$ cat src/hdl/mem_defs.svh
`ifndef MEM_DEFS_SVH
`define MEM_DEFS_SVH

// width of one RAM word and of the request data
`define MEM_DATA_W 32

// byte address width on the request side
`define MEM_ADDR_W 32

// depth of the backing RAM in words
// word index = (address / 4) mod depth, so the index
// wraps past the last word back to word 0
`define MEM_WORDS 256

// byte lanes per word
`define MEM_BYTES (`MEM_DATA_W / 8)

`endif
$ cat src/hdl/mem_types_pkg.sv
`include "mem_defs.svh"

package mem_types_pkg;

    // one data word, little-endian byte lanes
    typedef logic [`MEM_DATA_W-1:0] word_t;

    // byte address of a request
    typedef logic [`MEM_ADDR_W-1:0] addr_t;

    // bitwise write mask, bit i enables data bit i
    typedef logic [`MEM_DATA_W-1:0] mask_t;

    // word index into the RAM
    typedef logic [$clog2(`MEM_WORDS)-1:0] widx_t;

endpackage

$ cat src/hdl/unaligned_ctrl_pkg.sv
package unaligned_ctrl_pkg;
    import mem_types_pkg::*;

    // controller states for the read, read-modify-write and direct write walks
    typedef enum logic [3:0] {
        idle, wait_ready, done,
        rd_before_wr, wait_wr_ready,
        wait_next_ready_before_wr, wait_next_valid_before_wr,
        wait_wr_lo, wait_wr_hi,
        wait_rd_valid, wait_next_ready, wait_next_valid
    } ctrl_state_e;

    // which word lane_merge builds for the next write
    typedef enum logic [1:0] {merge_full, merge_lo, merge_hi} merge_sel_e;

    // request as seen on the top ports and as captured
    typedef struct packed {
        logic  write;
        addr_t addr;
        word_t wdata;
        mask_t wmask;
    } mem_req_t;

    // aligned command towards the word RAM
    typedef struct packed {
        logic  start;
        logic  write;
        widx_t waddr;
        word_t wdata;
    } ram_cmd_t;

endpackage

$ cat src/hdl/lane_merge.sv
`timescale 1ns/1ns
`include "mem_defs.svh"

module lane_merge (
    input  unaligned_ctrl_pkg::mem_req_t   cap_req,
    input  mem_types_pkg::word_t           rd_lo,
    input  mem_types_pkg::word_t           rd_hi,
    input  unaligned_ctrl_pkg::merge_sel_e merge_sel,
    input  mem_types_pkg::word_t           ram_rdata,
    output mem_types_pkg::word_t           merged_wdata,
    output mem_types_pkg::word_t           rdata
);
    import mem_types_pkg::*;
    import unaligned_ctrl_pkg::*;

    logic [1:0]                offset;
    logic [4:0]                shamt;
    logic [2*`MEM_DATA_W-1:0] data_wide;
    logic [2*`MEM_DATA_W-1:0] mask_wide;
    logic [2*`MEM_DATA_W-1:0] read_wide;
    word_t                     old_word;
    word_t                     new_data;
    mask_t                     new_mask;

    assign offset = cap_req.addr[1:0];
    // bit shift for the byte offset, 0/8/16/24
    assign shamt  = {offset, 3'b000};

    // request data and mask placed across the two-word window
    // byte i of the request lands at window byte offset+i
    assign data_wide = {{`MEM_DATA_W{1'b0}}, cap_req.wdata} << shamt;
    assign mask_wide = {{`MEM_DATA_W{1'b0}}, cap_req.wmask} << shamt;

    always_comb begin
        case (merge_sel)
            merge_lo: begin
                old_word = rd_lo;
                new_data = data_wide[`MEM_DATA_W-1:0];
                new_mask = mask_wide[`MEM_DATA_W-1:0];
            end
            merge_hi: begin
                // spill-over part lands in the low bytes of the next word
                old_word = rd_hi;
                new_data = data_wide[2*`MEM_DATA_W-1:`MEM_DATA_W];
                new_mask = mask_wide[2*`MEM_DATA_W-1:`MEM_DATA_W];
            end
            default: begin
                // aligned: plain masked blend
                old_word = rd_lo;
                new_data = cap_req.wdata;
                new_mask = cap_req.wmask;
            end
        endcase
    end

    // untouched bits keep the old word
    assign merged_wdata = (old_word & ~new_mask) | (new_data & new_mask);

    // read window, upper bytes of the low word then lower bytes of live RAM word
    assign read_wide = {ram_rdata, rd_lo} >> shamt;
    assign rdata     = (offset == 2'd0) ? ram_rdata : read_wide[`MEM_DATA_W-1:0];

endmodule

$ cat config.mk
export PLATFORM = sky130hd
export DESIGN_NAME = lane_merge
export DESIGN_NICKNAME = d
export VERILOG_FILES = /design/src/hdl/mem_types_pkg.sv /design/src/hdl/unaligned_ctrl_pkg.sv /design/src/hdl/lane_merge.sv
export VERILOG_INCLUDE_DIRS = /design/src /design/src/hdl
export SDC_FILE = /design/constraint.sdc
export NUM_CORES = 1
export LEC_CHECK = 0
export BUFFER_PORTS_ARGS = -buffer_cell sky130_fd_sc_hd__buf_2
export CORE_AREA = 2 2 100 102
export DETAILED_ROUTE_END_ITERATION = 8
export DIE_AREA = 0 0 102 104
export PLACE_DENSITY_LB_ADDON = 0.15
export SETUP_SLACK_MARGIN = 0.15
export SLEW_MARGIN = 15
export SYNTH_ARGS = -nofsm -noshare
export SYNTH_HDL_FRONTEND = slang
export SYNTH_SLANG_ARGS = --single-unit
$ cat constraint.sdc
create_clock -name vclk -period 4.5
set_clock_uncertainty 0.15 [all_clocks]
set_input_delay 0 -clock vclk [all_inputs]
set_output_delay 0 -clock vclk [all_outputs]
set_load 0.02 [all_outputs]
# Word level (Yosys, flattened, before mapping)
# Cells that the tools add are included.
[totals] ff_bits=0 wordCells=14
[op_classes] eq_ne=2 n_shift=3 n_mux=4 bitwise=4 reduce_logical=1
[op_table] cell="$pmux W32 S2" count=2
[op_table] cell="$shl A32 B5 Y64" count=2
[op_table] cell="$and A32 B32 Y32" count=2
[op_table] cell="$mux W32" count=2
[op_table] cell="$shr A64 B5 Y32" count=1
[op_table] cell="$not A32 Y32" count=1
[op_table] cell="$or A32 B32 Y32" count=1
[op_table] cell="$eq A2 B1 Y1 const B" count=1
[op_table] cell="$eq A2 B2 Y1 const B" count=1
[op_table] cell="$logic_not A2 Y1" count=1

# Logic depth before layout (Yosys ltp)
# Gate-level depths: netlist (run 1).
[logic_depth] word_depth=5 mapped_depth=8 mapped_depth_nobuf=6

# Worst setup path before layout (run 1)
# OpenSTA, ideal clock, no wires.
[synth_path] path_type="input-to-output" start="input port merge_sel[0]" end="output port merged_wdata[21]" arrival_time_ns=1.615 path_slack_ns=2.735 stages=7 path_buffers=2 path_cell_list="inv_1 -> ha_1 -> buf_2 -> clkbuf_1 -> nor2_1 -> a32oi_1 -> a21boi_0"
[synth_between] elab_chain_cells=5
[synth_lines] element="start, declared" line_no="lane_merge.sv:8" rtl="input unaligned_ctrl_pkg::merge_sel_e merge_sel,"
[synth_lines] element="$eq A2 B2 Y1 / $eq A2 B1 Y1 (equally long branches)" line_no="lane_merge.sv:35" rtl="case (merge_sel)"
[synth_lines] element="$pmux W32 S2" line_no="lane_merge.sv:35"
[synth_lines] element="$not A32 Y32" line_no="lane_merge.sv:57" rtl="assign merged_wdata = (old_word & ~new_mask) | (new_data & new_mask);"
[synth_lines] element="$and A32 B32 Y32" line_no="lane_merge.sv:57"
[synth_lines] element="$or A32 B32 Y32 *" line_no="lane_merge.sv:57"
[synth_lines] element="end, declared" line_no="lane_merge.sv:10" rtl="output mem_types_pkg::word_t merged_wdata,"
# Mark *: on every way between the ends. The rest lies on a longest branch, timed or not.

# Final worst setup path (run 1)
[layout_path] start="input port merge_sel[0]" end="output port merged_wdata[7]"
# Same word-level chain as after synthesis.

==> results.md, run 1 <==
- Status: complete, no violations
- Total wire length: approximately 16 mm
- Worst setup path category: in -> out
- Area of the multi-input gates: 3390 µm²
- Adder-cell area share of the yosys netlist: 0.0135
- Hold Worst Slack: around 0.29 ns
- Wire length per cell: between 20 and 25 µm
- LEAKAGE: 2.13 nW
- Unrepaired setup endpoints after global routing: false
- Max-cap violations: 0
- PD cells: roughly 130 nW/µm²
- Mux contribution to synthesized area: 0.482
- Initial Util: 0.387
- Xor/xnor share of the synthesized area: 0
- DR pass1 iterations: 6
- Final WS setup: approximately 1.4 ns
- Setup WS pre-CTS: 1.40 ns
- DR iter-0 viols: 425
- Die area: between 10,000 and 15,000 µm²
- Worst Path Required: 4.35 ns
- Final-report max-slew violation count: 0
- # IOs: about 260
- Share of layout cells above drive strength 1: 0.540
- Post-route DRC violation count: 0
- Die X-Extent: 102 µm
- Post-CTS Hold Buffers: 0
- Largest net degree at the start of global routing: 84
- Total number of vias: 4,542
- Crit path max-delay cell type: nor3b_2
- Commonest non-fill, non-tap cells in the layout: buf_2, mux2i_1, mux4_2
- Startpoint Class: input port
- Syn-to-layout area delta: 28.9%
- Tightest Pin Transition: 1.16 ns
- Total GRT Usage: 0.284
- Global Route met2 Usage: 0.471
- Max stage delay on crit path: 0.93 ns
- Seq. cell area: 0 µm²
- Crit-path leading delay family: simple AND/OR/NAND/NOR gates
- Crit end category: output port
- DP Wirelength: roughly 12 mm
- Netlist cell types: 47
- Post-Syn Area per Cell: 9.06 µm²
- Final Critical Period: around 3.1 ns
- TNS Setup: 0 ns
- Final Setup Violations: 0
- Max Freq: 0.318 GHz
- Pwr Total: between 0.6 and 0.7 mW
- Synth Net Count: roughly 600
- Most frequent cell on the critical path: buf_2
- Final count of hold timing violations: 0
- Number of antenna violations at the first check in global routing: 0
- Vias in the first global route: 4,386
- WP buf/inv: 3
- Mapped cell area: about 3700 µm²
- Gate count after technology mapping: 408
- Core area: 9550 µm²
- Fill cell count: 960
- Compound-gate portion of the synthesized area: 0.274
- Post-route ant nets: 0
- Peak VDD IR: 70.9 µV
- Fin crit share: 0.700
- Nets: around 800
- Commonest non-fill, non-tap cell in the layout: buf_2
- Vias per inst: 6.25
- Setup bufs post-CTS: 0
- Largest family of logic cells by synthesized area: multiplexers
- Clock buf count: 0
- Placed insts: 727
- Post-cts sizing count: 0
- Synth Area in Simple Gates: 0.142
- Relative slew slack: 0.215
- Sequential cells: 0
- Critical-path cell list: buf_2, inv_1, ha_2, nand2b_1, nor3b_2, a22oi_1, a32oi_1, buf_2
- Port bufs: between 200 and 250
- Gpl congestion: 0.907
- Synth warn: 0
- Finished Layout Cells: 727
- First-pass GRT wire length: 24.1 mm
- Num rows: 36
- Tightest Hold Check Type: in -> out
- Met3 Resource Use GR: 0.0282
- Die height: 104 µm
- Total grt overflow: 0
- Sequential area share after synthesis: 0
- CP Max Fanout: 53
- GR peak layer: met2
- N_diodes: 0
- Met1 Use GR: 0.389
- Critical path arrival: 3.00 ns
-- synth_stat cells, types with 2 or more instances --
master | count | area share
and3_1 | 9 | 0.015
a32oi_1 | 14 | 0.033
nand2_1 | 17 | 0.017
o21ai_1 | 7 | 0.0095
buf_1 | 2 | 0.0020
a21boi_0 | 6 | 0.012
mux2i_1 | 47 | 0.13
a32o_1 | 2 | 0.0054
a222oi_1 | 8 | 0.022
inv_1 | 9 | 0.0091
mux4_2 | 40 | 0.24
mux2_4 | 10 | 0.041
o21ai_0 | 23 | 0.031
nor2_1 | 15 | 0.015
buf_6 | 9 | 0.027
clkbuf_2 | 2 | 0.0027
a22oi_2 | 4 | 0.014
a22oi_1 | 18 | 0.037
buf_2 | 17 | 0.023
a21oi_1 | 22 | 0.030
clkbuf_1 | 9 | 0.0091
nor3b_2 | 2 | 0.0068
and3b_1 | 8 | 0.019
buf_4 | 7 | 0.014
nor2b_1 | 5 | 0.0085
nor4bb_1 | 2 | 0.0054
o22ai_1 | 7 | 0.012
a21o_1 | 2 | 0.0041
ha_1 | 4 | 0.014
nand3_1 | 10 | 0.014
nand3b_1 | 9 | 0.018
a221oi_1 | 17 | 0.040
nand2b_1 | 9 | 0.015
mux2_2 | 23 | 0.070
-- cell type report --
class                      instances  share of cell area
timing repair buffer             232               0.247
inverter                          10             0.00787
multi-input combinational        352               0.710
tap                              133              0.0349
-- stage by stage --
stage | instance area (µm²) | util
global placement | 4770 | 0.499
global route | 4770 | 0.499
CTS | 4770 | 0.499
finish | 4770 | 0.499
detailed placement | 4770 | 0.499
floorplan | 3700 | -
-- where the power goes --
part | total [mW] | leakage (nW) | switching (mW) | internal (mW)
sequential | 0 | 0 | 0 | 0
combinational | 0.631 | 2.13 | 0.360 | 0.272
clock | 0 | 0 | 0 | 0
-- logic make-up (layout without fill, tap and decap cells) --
group | Yosys count | after routing
buf+inv | 56 | 242
compound gates | 138 | 138
simple gates | 90 | 90
mux | 120 | 120
fa+ha+maj | 4 | 4
-- worst paths after layout --
check,from,end,slack (ns),cells after the start
max,merge_sel[0],merged_wdata[7],1.35,8
min,ram_rdata[29],rdata[29],0.29,3
-- per-layer routing --
metal  vias up  wire (µm)
met5         -          0
met4         0        480
met3        36       1450
met2       253       7590
met1      2192       6530
li1       2061          -
Note: power is estimated with default switching activity, not from simulation.
==> run 2: changes to the inputs <==
--- a/config.mk
+++ b/config.mk
@@ -7,9 +7,9 @@
 export NUM_CORES = 1
 export LEC_CHECK = 0
 export BUFFER_PORTS_ARGS = -buffer_cell sky130_fd_sc_hd__buf_2
-export CORE_AREA = 2 2 100 102
+export CORE_AREA = 2 2 101 103
 export DETAILED_ROUTE_END_ITERATION = 8
-export DIE_AREA = 0 0 102 104
+export DIE_AREA = 0 0 103 105
 export PLACE_DENSITY_LB_ADDON = 0.15
 export SETUP_SLACK_MARGIN = 0.15
 export SLEW_MARGIN = 15
==> constraint.sdc (replaced) <==
create_clock -name vclk -period 3.1
set_clock_uncertainty 0.15 [all_clocks]
set_input_delay 0 -clock vclk [all_inputs]
set_output_delay 0 -clock vclk [all_outputs]
set_load 0.02 [all_outputs]
==> results.md, run 2 (synthesis gave the netlist of run 1 again) <==
- Status: complete, no violations
- Number of antenna violations at the first check in global routing: 0 (unchanged)
- Setup bufs post-CTS: 0 (unchanged)
- Die height: 105 µm (+0.96%)
- Total grt overflow: 0 (unchanged)
- Die X-Extent: 103 µm (+0.98%)
- Port bufs: 228 (unchanged)
- Startpoint Class: input port
- Wire length per cell: 21.7 µm (-1.6%)
- Crit end category: output port
- Sw frac: 0.565 (-0.00489)
- Internal power: 0.401 mW (+48%)
- Core area: 9640 µm² (+0.94%)
- Commonest non-fill, non-tap cells in the layout: buf_2, mux2i_1, mux4_2
- Unrepaired setup endpoints after global routing: false
- Relative slew slack: 0.528 (+0.313)
- Met1 Use GR: 0.383 (-0.00575)
- Post-CTS Hold Buffers: 0 (unchanged)
- Post-route ant nets: 0 (unchanged)
- Final Setup Violations: 0 (unchanged)
- Final count of hold timing violations: 0 (unchanged)
- DR iter-0 viols: 372 (-12%)
- Tightest Hold Check Type: in -> out
- Worst setup path category: in -> out
- DP Wirelength: 12.3 mm (+3.7%)
- Vias per inst: 6.24 (-0.12%)
- Fin crit share: 0.765
- Final Critical Period: approximately 2.4 ns
- Final core occ: 0.502 (+0.00312)
- Final-report max-slew violation count: 0 (unchanged)
- Total number of vias: 4,599 (+1.3%)
- Peak VDD IR: 94.4 µV (+33%)
- Sw Pwr: 0.520 mW (+45%)
- PD cells: 190 nW/µm² (+44%)
- First-pass GRT wire length: 23.5 mm (-2.5%)
- Post-cts sizing count: 0 (unchanged)
- Tightest Pin Transition: 0.708 ns (-0.453 ns)
- CP Max Fanout: 25 (-53%)
- # IOs: 259 (unchanged)
- TNS Setup: 0 ns (unchanged)
- Gpl congestion: 0.905 (-0.19%)
- Vias in the first global route: 4,297 (-2.0%)
- Clock Power Share: 0 (unchanged)
- Num rows: 36 (unchanged)
- Global Route met2 Usage: 0.462 (-0.00937)
- DR pass1 iterations: 6 (unchanged)
- Met3 Resource Use GR: 0.0221 (-0.00615)
- Max-cap violations: 0 (unchanged)
- Share of layout cells above drive strength 1: 0.548 (+0.00761)
- Total GRT Usage: 0.274 (-0.00961)
- Critical path arrival: 2.22 ns (-0.78 ns)
- Worst Path Required: 2.95 ns (-1.40 ns)
- Nets: 805 (+1.3%)
- Total wire length: 16.0 mm (-0.22%)
- Sequential power share: 0 (unchanged)
- Seq. cell area: 0 µm² (unchanged)
- N_diodes: 0 (unchanged)
- Hold Crit Start: rd_hi[14]
- GR peak layer: met2
- Clock buf count: 0 (unchanged)
- Post-route DRC violation count: 0 (unchanged)
- Sequential cells: 0 (unchanged)
- Commonest non-fill, non-tap cell in the layout: buf_2
- Logic pwr share: 1.000 (about the same)
- LEAKAGE: 2.18 nW (+2.4%)
- Crit. Startpoint: merge_sel[0]
- Syn-to-layout area delta: 31.0%
- Initial Util: 0.384 (-0.00362)
- Max Freq: about 0.42 GHz
- Die area: 10,800 µm² (+2.0%)
- Largest net degree at the start of global routing: 56 (-33%)
run 2: cell types whose count changed in the layout (fill, tap and decap cells not counted):
cell	delta
buf_4	+10
run 2: final cells by class:
cell class | instances | area (µm²)
repair buffers | 242 | 1250
inverters | 10 | 37.5
fillers | 974 | 4800
well taps | 133 | 166
multi-input cells | 352 | 3390
run 2: routing by layer:
layer,vias to the layer above,wire (µm)
li1,2086,-
met1,2197,6490
met2,286,7670
met3,30,1510
met4,0,337
met5,-,0
run 2: through the flow:
| step | power [mW] | area (µm²) | setup slack (ns) | instances | hold WS [ns] |
|---|---|---|---|---|---|
| after global placement | 0.905 | 4840 | 0.795 | 737 | 0.288 |
| after global routing | 0.983 | 4840 | 0.620 | 737 | 0.302 |
| after CTS | 0.916 | 4840 | 0.770 | 737 | 0.292 |
| after detailed placement | 0.913 | 4840 | 0.781 | 737 | 0.289 |
| after floorplan | 0.583 | 3700 | 1.34 | 408 | 0.0796 |
| final | 0.921 | 4840 | 0.729 | 737 | 0.293 |
run 2: final timing paths:
kind	endpoint	depth (start not counted)
worst max-delay path	merged_wdata[6]	8
worst min-delay path	merged_wdata[14]	4
run 2: worst max-delay path, cell delays in order:
cell	delay [ns]
buf_2	0.11
inv_1	0.06
ha_2	0.67
and3b_1	0.48
a22oi_1	0.38
o21ai_1	0.11
a32oi_1	0.20
buf_2	0.20
run 2: power groups by stage:
stage | Clock, mW | Sequential [mW] | Combinational (mW)
6_report | 0 | 0 | 0.921
3_5_place_dp | 0 | 0 | 0.913
2_1_floorplan | 0 | 0 | 0.583
3_3_place_gp | 0 | 0 | 0.905
5_1_grt | 0 | 0 | 0.983
4_1_cts | 0 | 0 | 0.916
