**config.mk**
```make
export PLATFORM = sky130hd
export DESIGN_NAME = unaligned_fsm
export DESIGN_NICKNAME = d
export VERILOG_FILES = /design/src/hdl/mem_types_pkg.sv /design/src/hdl/unaligned_ctrl_pkg.sv /design/src/hdl/unaligned_fsm.sv
export VERILOG_INCLUDE_DIRS = /design/src /design/src/hdl
export SDC_FILE = /design/constraint.sdc
export NUM_CORES = 1
export LEC_CHECK = 0
export BUFFER_PORTS_ARGS = -buffer_cell sky130_fd_sc_hd__buf_2
export CELL_PAD_IN_SITES_DETAIL_PLACEMENT = 0
export CELL_PAD_IN_SITES_GLOBAL_PLACEMENT = 1
export CORE_AREA = 5 5 143 145
export DETAILED_ROUTE_END_ITERATION = 16
export DIE_AREA = 0 0 148 150
export PLACE_DENSITY = 0.85
export SLEW_MARGIN = 20
export SYNTH_ARGS = -nofsm -noshare
export SYNTH_HDL_FRONTEND = slang
export SYNTH_SLANG_ARGS = --single-unit
```
**constraint.sdc**
```tcl
create_clock -name clk -period 9.8 [get_ports clk]
set_clock_uncertainty 0.05 [all_clocks]
set_input_delay 0.98 -clock clk [delete_from_list [all_inputs] [get_ports clk]]
set_output_delay 0.98 -clock clk [all_outputs]
set_load 0.01 [all_outputs]
```
**src/hdl/mem_defs.svh**
```systemverilog
`ifndef MEM_DEFS_SVH
`define MEM_DEFS_SVH

// width of one RAM word and of the request data
`define MEM_DATA_W 32

// byte address width on the request side
`define MEM_ADDR_W 32

// depth of the backing RAM in words
// word index = (address / 4) mod depth, so the index
// wraps past the last word back to word 0
`define MEM_WORDS 256

// byte lanes per word
`define MEM_BYTES (`MEM_DATA_W / 8)

`endif
```
**src/hdl/mem_types_pkg.sv**
```systemverilog
`include "mem_defs.svh"

package mem_types_pkg;

    // one data word, little-endian byte lanes
    typedef logic [`MEM_DATA_W-1:0] word_t;

    // byte address of a request
    typedef logic [`MEM_ADDR_W-1:0] addr_t;

    // bitwise write mask, bit i enables data bit i
    typedef logic [`MEM_DATA_W-1:0] mask_t;

    // word index into the RAM
    typedef logic [$clog2(`MEM_WORDS)-1:0] widx_t;

endpackage

```
**src/hdl/unaligned_ctrl_pkg.sv**
```systemverilog
package unaligned_ctrl_pkg;
    import mem_types_pkg::*;

    // controller states for the read, read-modify-write and direct write walks
    typedef enum logic [3:0] {
        idle, wait_ready, done,
        rd_before_wr, wait_wr_ready,
        wait_next_ready_before_wr, wait_next_valid_before_wr,
        wait_wr_lo, wait_wr_hi,
        wait_rd_valid, wait_next_ready, wait_next_valid
    } ctrl_state_e;

    // which word lane_merge builds for the next write
    typedef enum logic [1:0] {merge_full, merge_lo, merge_hi} merge_sel_e;

    // request as seen on the top ports and as captured
    typedef struct packed {
        logic  write;
        addr_t addr;
        word_t wdata;
        mask_t wmask;
    } mem_req_t;

    // aligned command towards the word RAM
    typedef struct packed {
        logic  start;
        logic  write;
        widx_t waddr;
        word_t wdata;
    } ram_cmd_t;

endpackage

```
**src/hdl/unaligned_fsm.sv**
```systemverilog
`timescale 1ns/1ns

module unaligned_fsm (
    input  logic                          clk,
    input  logic                          rst_n,
    input  logic                          start,
    input  unaligned_ctrl_pkg::mem_req_t   req,
    output logic                          ready,
    output logic                          rdata_valid,
    output unaligned_ctrl_pkg::ram_cmd_t   ram_cmd,
    input  logic                          ram_ready,
    input  mem_types_pkg::word_t           ram_rdata,
    input  logic                          ram_rvalid,
    output unaligned_ctrl_pkg::mem_req_t   cap_req,
    output mem_types_pkg::word_t           rd_lo,
    output mem_types_pkg::word_t           rd_hi,
    output unaligned_ctrl_pkg::merge_sel_e merge_sel,
    input  mem_types_pkg::word_t           merged_wdata
);
    import mem_types_pkg::*;
    import unaligned_ctrl_pkg::*;

    ctrl_state_e state;
    logic [1:0]  offset;
    logic        full_mask;
    logic        direct_write;
    widx_t       idx;
    widx_t       idx_next;

    // byte offset inside the word picks the one- or two-word path
    assign offset       = cap_req.addr[1:0];
    assign full_mask    = (cap_req.wmask == '1);
    // aligned full-mask write goes straight to the RAM, no read first
    assign direct_write = cap_req.write && (offset == 2'd0) && full_mask;

    // word index of the addressed word and of its neighbour
    // the neighbour wraps from the last word to word 0
    assign idx      = widx_t'(cap_req.addr >> 2);
    assign idx_next = idx + widx_t'(1);

    assign ready = (state == idle);

    // response valid only on the last read return of a read access
    assign rdata_valid = ram_rvalid &&
                         ((state == wait_rd_valid && offset == 2'd0) ||
                          state == wait_next_valid);

    // RAM command, start only raised while the RAM is ready
    always_comb begin
        ram_cmd.start = 1'b0;
        ram_cmd.write = 1'b0;
        ram_cmd.waddr = idx;
        // merged word covers the direct write too, its mask is all ones
        ram_cmd.wdata = merged_wdata;
        merge_sel     = merge_full;
        case (state)
            wait_ready: begin
                ram_cmd.start = ram_ready;
                ram_cmd.write = direct_write;
            end
            wait_wr_ready: begin
                ram_cmd.start = ram_ready;
                ram_cmd.write = 1'b1;
            end
            wait_next_ready_before_wr, wait_next_ready: begin
                ram_cmd.start = ram_ready;
                ram_cmd.waddr = idx_next;
            end
            wait_wr_lo: begin
                ram_cmd.start = ram_ready;
                ram_cmd.write = 1'b1;
                merge_sel     = merge_lo;
            end
            wait_wr_hi: begin
                ram_cmd.start = ram_ready;
                ram_cmd.write = 1'b1;
                ram_cmd.waddr = idx_next;
                merge_sel     = merge_hi;
            end
            default: begin
                ram_cmd.start = 1'b0;
            end
        endcase
    end

    // request capture and read words
    always_ff @(posedge clk) begin
        if (state == idle && start) begin
            cap_req <= req;
        end
        // first read return is always the low word
        if (ram_rvalid && (state == rd_before_wr || state == wait_rd_valid)) begin
            rd_lo <= ram_rdata;
        end
        if (ram_rvalid && state == wait_next_valid_before_wr) begin
            rd_hi <= ram_rdata;
        end
    end

    // state sequencing
    always_ff @(posedge clk) begin
        if (!rst_n) begin
            state <= idle;
        end else begin
            case (state)
                idle: begin
                    if (start) state <= wait_ready;
                end
                wait_ready: begin
                    if (ram_ready) begin
                        if (!cap_req.write) state <= wait_rd_valid;
                        else if (direct_write) state <= done;
                        else state <= rd_before_wr;
                    end
                end
                rd_before_wr: begin
                    if (ram_rvalid) begin
                        if (offset == 2'd0) state <= wait_wr_ready;
                        else state <= wait_next_ready_before_wr;
                    end
                end
                wait_wr_ready: begin
                    if (ram_ready) state <= done;
                end
                wait_next_ready_before_wr: begin
                    if (ram_ready) state <= wait_next_valid_before_wr;
                end
                wait_next_valid_before_wr: begin
                    if (ram_rvalid) state <= wait_wr_lo;
                end
                // merge writes wait on RAM ready
                wait_wr_lo: begin
                    if (ram_ready) state <= wait_wr_hi;
                end
                wait_wr_hi: begin
                    if (ram_ready) state <= done;
                end
                wait_rd_valid: begin
                    if (ram_rvalid) begin
                        if (offset == 2'd0) state <= done;
                        else state <= wait_next_ready;
                    end
                end
                wait_next_ready: begin
                    if (ram_ready) state <= wait_next_valid;
                end
                wait_next_valid: begin
                    if (ram_rvalid) state <= done;
                end
                default: begin
                    state <= idle;
                end
            endcase
        end
    end

endmodule

```
# ---- Yosys cells after proc, flatten, opt, wreduce, memory -nomap -nowiden
# Cells that the tools add are included.
dict set report op_classes {
  add_sub_neg 1
  eq_ne 21
  mux 19
  reduce_logical 16
}
# op n
set ops {}
lappend ops {{4-bit 2-to-1 mux} 12}
lappend ops {{4-bit one-hot mux with 10 select lines} 1}
lappend ops {{32-bit == test, second input constant} 1}
lappend ops {{2-bit inequality test, second input constant} 9}
lappend ops {{4-bit by 3-bit == test with 1-bit output, second input constant} 4}
lappend ops {{4-bit == test, second input constant} 4}
lappend ops {{10-bit AND reduction} 1}
lappend ops {{8-bit by 1-bit adder with 8-bit output, second input constant} 1}
lappend ops {{8-bit 2-to-1 mux} 1}
lappend ops {{1-bit logical AND} 7}
lappend ops {{3-bit OR reduction} 2}
lappend ops {{6-bit OR reduction} 1}
lappend ops {{4-bit by 1-bit == test with 1-bit output, second input constant} 1}
lappend ops {{4-bit by 2-bit == test with 1-bit output, second input constant} 1}
lappend ops {{4-bit logical NOT} 1}
lappend ops {{2-bit one-hot mux with 2 select lines} 1}
lappend ops {{1-bit 2-to-1 mux} 3}
lappend ops {{2-bit logical NOT} 1}
lappend ops {{1-bit logical OR} 2}
lappend ops {{2-bit by 1-bit inequality test with 1-bit output, second input constant} 1}
lappend ops {{1-bit one-hot mux with 2 select lines} 1}
lappend ops {{2-bit OR reduction} 1}
dict set report totals {
  regBits 165
  input_bits 166
  elab_cells 64
}

# ---- Logic depth before layout (Yosys ltp)
# Gate-level depths: netlist of run 1.
dict set report depth {
  ltp_word 7
  depth_mapped 6
  depth_no_buf 5
}

# ---- Worst setup path after synthesis of run 1
# Ideal clock, no wire load.
dict set report synth_timing {
  kind {reg2reg}
  start {reg state[1]}
  end {reg cap_req[0] (netlist name) (enable)}
  setup_ns 0.466
  t_arrival_ns 3.376
  required_time_ns 9.284
  slack_ns 5.908
  path_stages_with_launch 5
  period_less_slack_ns 3.892
  cell_sequence {dfxtp_1 or2_2 clkbuf_1 nor3_1 and2_1}
}
dict set report synth_via {
  elab_chain_cells 2
}
# item line_no
set synth_rtl {}
lappend synth_rtl {{start, declared} unaligned_fsm.sv:23} ;# ctrl_state_e state;
lappend synth_rtl {{start signal, assigned} unaligned_fsm.sv:103} ;# state <= idle;
lappend synth_rtl {{start signal, assigned} unaligned_fsm.sv:107} ;# if (start) state <= wait_ready;
lappend synth_rtl {{start signal, assigned} unaligned_fsm.sv:111} ;# if (!cap_req.write) state <= wait_rd_valid;
lappend synth_rtl {{4-bit logical NOT} --}
lappend synth_rtl {{via ready} unaligned_fsm.sv:8} ;# output logic ready,
lappend synth_rtl {{1-bit logical AND} unaligned_fsm.sv:88} ;# if (state == idle && start) begin
lappend synth_rtl {{end signal, assigned} unaligned_fsm.sv:89} ;# cap_req <= req;
lappend synth_rtl {{end, declared} unaligned_fsm.sv:14} ;# output unaligned_ctrl_pkg::mem_req_t cap_req,
# The timed path passes the listed nets, and every way through them passes these cells.
# A chain may end at the register's enable or synchronous reset.

==> impl_results.md, run 1 <==
- First-pass GRT wire length: 22.61 mm
- I/O Pins: 373
- Die width: 148 um
- Initial DRT Pass Iterations: 4
- Rows: 51
- TritonCTS clock tree: yes
- Setup CP Type: reg -> out
- IO Port Bufs: 308
- Setup WS post-layout: 6422 ps
- RSZ-0062 raised after global routing: no
- Crit path max-delay cell type: dfxtp_1
- Final period utilization: 34.47%
- Root buffer cell: clkbuf_16
- Postcts setup bufs: 0
- Fin crit period: 3378 ps
- Vias in the first global route: 3928
- Clock Latency Late Sink: 410 ps
- Critical Path End Type: output pin
- Post-synth ARST share: 0%
- Pwr dens: 262.3 nW/um^2
- Max clock buf depth: 2
- Drt wl/cell: roughly 19 um
- R2r startpoint: state[1]$_SDFFE_PN0P_
- Slew @ Worst Pin: 994.0 ps
- Initial antenna violation count: 5
- CTS H-tree depth: 4
- Max-Cap Viols: 0
- Clk slew on worst S/H paths: 70 ps
- Comb power frac: 21.3%
- DRT iter0 DRCs: 101
- Synth-to-Final Area Change: 38.62%
- Inserted Clock Buffers: 17
- WL final: between 15 and 20 mm
- Reg2Reg Setup Slack: 7270 ps
- Final hold viol count: 0
- Routed Antenna Nets: 0
- Ys Warns: 0
- Mapped Area: 5754 sq um
- Die area: about 22000 sq um
- Reg power frac: 47.9%
- CP top delay family: simple AND/OR/NAND/NOR gates
- Synth Instances: a little under 300
- Leak: ~0.0032 uW
- Power, Total: 2093 uW
- Post-synth top area share: a little over four fifths
- Final std cells w/o fill: 837
- Layout Nets: between 700 and 800
- Switching pwr: 641.1 uW
- Placed Instances: 803
- Reg2reg path depth: 5
- Sequential-to-total area share from yosys stat: a little under nine tenths
- Fin. max-slew vios: 0
- Crit start category: register
- Post_cts resized: 0
- Share of cells above drive strength 1: 58.36%
- Remaining DRCs: 0
- Worst EP required: around 9000 ps
- Vias: approximately 3700
- Largest net degree at the start of global routing: 87
- Hold Crit Start: state[0]$_SDFFE_PN0P_
- Outcome: complete, no violations
- Syn_nets: 460
- Worst-path fanout max: 17
- Worst hold slack: 659.6 ps
- Int Power: 1451 uW
- Hold Path Depth: 2
- HP Class: reg -> reg
- Largest cells by area after synthesis: edfxtp_1 (84%), buf_4 (4.2%), dfxtp_1 (1.4%), nand4_1 (1.1%), nor2_1 (0.98%)
- Setup crit start: state[3]$_SDFFE_PN0P_
- Hold buffers post-CTS: 0
- Dpl ws: 6845 ps
- Setup TNS: 0 ps
- Core area: about 19000 sq um
- Rel. slew slack: 33.58%
- Max frequency: 0.2960 GHz
- Syn avg cell area: 19.64 sq um
- Sinks on Clock Net: 165
- Worst vdd ir: 0.0001270 V
- Post-synth EDFFs: 161
- GRT overflow: 0
- Worst path max stage delay: 650 ps
- GP Congestion: 0.7563
- Reg2reg end: cap_req[54]$_DFFE_PP_
- CP Buf/Inv Count: 1
- Switching part of the total: 30.64%
- CP Cell Sequence: or3b_1 > o21ai_2 > nand4_1 > nor2_1 > xor2_1 > buf_2
- Dpl hpwl: 12.07 mm
- Leading area contributor after synthesis: edfxtp_1
- WP data arrival: 2350 ps
- WHS Endpoint: state[0]$_SDFFE_PN0P_
- Synth Flop Type: edfxtp_1
- Count of cell types in the netlist: 39
- Gr usage total: 13.73%
- # setup viols final: 0
- Mean number of vias per cell: between 4 and 5
- FF+latch count, synth: 165
- Die Ht: around 150 um
- Initial core utilization: 30.16%
- Clock network fraction of total power: between 30 and 40%
worst register-to-register path, cell delays in order (launching register included):
cell     delay (ps)
dfxtp_1         450
or2_2           420
nor3_1          230
and2_4          300
buf_4           350
buf_16          330
logic make-up after synthesis:
family                     Yosys count  synth area share [%]
AOI/OAI and AO/OA                   21                 2.914
adders and majority gates            1                0.2174
buffers and inverters               38                 4.566
and+or+nand+nor                     58                 5.305
muxes                                2                0.3696
xor gates and xnor gates             8                 1.218
DFF                                165                 85.41
how the worst max path moves through the flow:
stage | slack, ps | depth (start not counted) | to
floorplan | 5910 | 4 | cap_req[0]$_DFFE_PP_
global placement | 6840 | 6 | ram_cmd[40]
detailed placement | 6840 | 6 | ram_cmd[39]
CTS | 6390 | 6 | ram_cmd[40]
global route | 6210 | 6 | ram_cmd[38]
finish | 6420 | 6 | ram_cmd[39]
Yosys cell counts (2+ instances only):
library cell	n
xnor2_1	5
xor2_1	3
a21oi_1	6
and3_1	2
dfxtp_1	4
nand2b_1	4
edfxtp_1	161
o221a_1	2
buf_4	32
nor3_1	5
nor2b_1	4
o21ai_0	4
nand2_1	9
nor2_1	15
clkbuf_1	4
nand4_1	10
per-layer routing:
metal,wire length [um],GRT usage (%),vias to the layer above
met5,71,0,-
met2,8483,24.62,192
li1,-,-,1685
met3,1690,7.420,47
met1,4972,13.11,1721
met4,382,5.589,8
power by group through the flow:
stage / Combinational, uW / Clock, uW / Sequential (uW)
after floorplan: 200 / 0 / 1070
after global placement: 443 / 0 / 1010
after detailed placement: 445 / 0 / 1020
after CTS: 446 / 661 / 1010
after global routing: 491 / 701 / 1020
final: 447 / 643 / 1000
sequential cells by signal, summed over array words and instances, names as in the netlist:
register  cells
state         4
cap_req      97
rd_lo        32
rd_hi        32
stage by stage:
stage / utilization [%] / area, sq um
global placement: 38.57 / 7360
detailed placement: 38.57 / 7360
floorplan: - / 5754
CTS: 41.65 / 7946
finish: 41.81 / 7976
global route: 41.81 / 7976
placed cells by master (no fill, tap or decap), types with 2 or more instances in the layout:
master / count
a21oi_1: 6
and3_1: 2
buf_2: 308
clkbuf_16: 17
clkinv_4: 3
clkinv_8: 3
dfxtp_1: 4
edfxtp_1: 161
inv_6: 3
inv_8: 5
nand2_1: 9
nand2b_1: 4
nand4_1: 10
nor2_1: 13
nor2_4: 2
nor2b_1: 4
nor3_1: 5
o21ai_0: 4
o221a_1: 2
xnor2_1: 5
xor2_1: 3
layout make-up:
type / count / area [sq um]
sequential: 165 / 4915
clock buffer: 17 / 425.4
fill: 1745 / 11100
clock inverter: 15 / 161.4
tap: 238 / 297.8
inverter: 1 / 3.754
antenna: 1 / 2.502
timing repair buffer: 310 / 1577
multi-input combinational: 90 / 594.3
(Power assumes the default switching activity.)
==> inputs of run 2 (changes only) <==
Settings changed: CORE_AREA 5 5 143 145 to not set, CORE_MARGIN set to 5, CORE_UTILIZATION set to 32, DIE_AREA 0 0 148 150 to not set, PLACE_DENSITY 0.85 to 0.89.
Clock period 9.8 ns to 3.2 ns, I/O delays scaled along.
==> impl_results.md, run 2 (same netlist as run 1, synthesis figures left out) <==
- Pwr dens: 791.4 nW/um^2 (+200%)
- Vias in the first global route: 3715 (-5.4%)
- Dpl hpwl: 11.65 mm (-3.5%)
- TritonCTS clock tree: yes
- Routed Antenna Nets: 0 (unchanged)
- Initial antenna violation count: 4 (-1)
- Clock Latency Late Sink: 410 ps (about the same)
- Fin crit period: 2699 ps
- Postcts setup bufs: 0 (unchanged)
- Diodes inserted: 0 (-1)
- Worst vdd ir: 0.0004634 V (+260%)
- Critical Path End Type: output pin
- Max-Cap Viols: 0 (unchanged)
- Worst hold slack: 27.47 ps (-632.1 ps)
- Final hold viol count: 0 (unchanged)
- Die area: 20760 sq um (-6.5%)
- Most frequent cells in the layout: buf_2 (308), edfxtp_1 (161), clkbuf_16 (17), nor2_1 (13), nand4_1 (10)
- Fin. max-slew vios: 0 (unchanged)
- Placed Instances: 799 (-0.50%)
- GP Congestion: 0.8100 (+7.1%)
- DRT iter0 DRCs: 97 (-4.0%)
- Setup WS post-layout: 501.0 ps (-5921 ps)
- Max frequency: 0.3705 GHz
- Sinks on Clock Net: 165 (unchanged)
- Setup TNS: 0 ps (unchanged)
- Final period utilization: 84.34%
- Worst-path fanout max: 17 (unchanged)
- Root buffer cell: clkbuf_16
- Post_cts resized: 0 (unchanged)
- Hold buffers post-CTS: 0 (unchanged)
- Most common cell after layout, fill and taps aside: buf_2
- Crit start category: register
- Leak: 0.003221 uW (-0.37%)
- Final std cells w/o fill: 831 (-0.72%)
- Gr usage total: 13.90% (+0.16 points)
- Clk slew on worst S/H paths: 70 ps (about the same)
- Core area: 17840 sq um (-6.5%)
- Max FFs per register: 97 (unchanged)
- Mean number of vias per cell: 4.307 (-1.3%)
- Initial DRT Pass Iterations: 4 (unchanged)
- WP data arrival: 2330 ps (-20 ps)
- Remaining DRCs: 0 (unchanged)
- Rel. slew slack: 64.81% (+31 points)
- Share of cells above drive strength 1: 58.31% (about the same)
- Vias: 3579 (-2.0%)
- RSZ-0062 raised after global routing: no
- HP Class: in -> reg
- Synth-to-Final Area Change: 37.79%
- Core Util, Final: 44.44% (+2.6 points)
- WL final: 14.95 mm (-4.2%)
- I/O Pins: 373 (unchanged)
- Inserted Clock Buffers: 17 (unchanged)
- CTS H-tree depth: 4 (unchanged)
- Die width: 144.1 um (-2.6%)
- First-pass GRT wire length: 21.18 mm (-6.3%)
- Initial core utilization: 32.25% (+2.1 points)
- Dpl ws: 914.5 ps (-5930 ps)
- Worst EP required: 2830 ps (-5940 ps)
- Drt wl/cell: 17.99 um (-3.5%)
- Largest Register: cap_req
- Largest net degree at the start of global routing: 43 (-51%)
- Slew @ Worst Pin: 527.1 ps (-466.9 ps)
- Max clock buf depth: 2 (unchanged)
- Setup CP Type: reg -> out
- Outcome: complete, no violations
- Filler instances: 1576 (-9.7%)
- Rows: 49 (-3.9%)
- Largest registers: cap_req: 97 flops, rd_hi: 32 flops, rd_lo: 32 flops
- GRT overflow: 0 (unchanged)
- Die Ht: 144.1 um (-3.9%)
- Layout Nets: 756 (+0.53%)
- IO Port Bufs: 308 (unchanged)
- # setup viols final: 0 (unchanged)
==> run 2: changes by cell type in the layout (fill, tap and decap cells not counted), moves of 2 or more <==
cell,delta
buf_4,+4
clkbuf_1,+2
clkinvlp_4,+2
clkinv_2,+3
inv_8,-4
clkinv_8,-3
==> run 2: stage by stage <==
stage	total power (uW)	instance area (sq um)
2_1_floorplan	3865	5756
3_3_place_gp	4490	7398
3_5_place_dp	4511	7398
4_1_cts	6354	7929
5_1_grt	6604	7929
6_report	6275	7929
==> run 2: area by class of cell <==
class	instances	area [sq um]	area share (%)
clock buffers	19	432.9	5.460
multi-input cells	90	594.3	7.496
flip-flops and latches	165	4915	61.99
clock inverters	13	97.59	1.231
repair buffers	314	1599	20.17
well taps	229	286.5	3.614
inverters	1	3.754	0.04734
==> run 2: per-layer routing <==
metal | track usage, % | wire [um] | vias to the layer above
met5 | 0 | 53 | -
met4 | 6.194 | 370 | 8
met3 | 6.680 | 1679 | 40
met2 | 24.08 | 7867 | 168
met1 | 14.24 | 4978 | 1671
li1 | - | - | 1692
==> run 2: critical path, stage by stage (launching register included) <==
cell	delay (ps)
dfxtp_1	650
or3b_1	440
o21ai_2	150
nand4_1	190
nor2_1	180
xor2_1	160
buf_2	160
==> run 2: worst paths after layout <==
check / start / to / slack, ps / cells past startpoint
min reg2reg: state[0]$_SDFFE_PN0P_ / state[0]$_SDFFE_PN0P_ / 650 / 2
min: req[82] / cap_req[82]$_DFFE_PP_ / 30 / 1
max reg2reg: state[1]$_SDFFE_PN0P_ / cap_req[42]$_DFFE_PP_ / 940 / 4
max: state[3]$_SDFFE_PN0P_ / ram_cmd[39] / 500 / 6
==> run 2: report_power, final <==
group          total [uW]  internal (uW)  switching (uW)
logic                1370            540             830
registers            3060           2860             199
clock network        1840           1000             838
total                6270           4410            1870
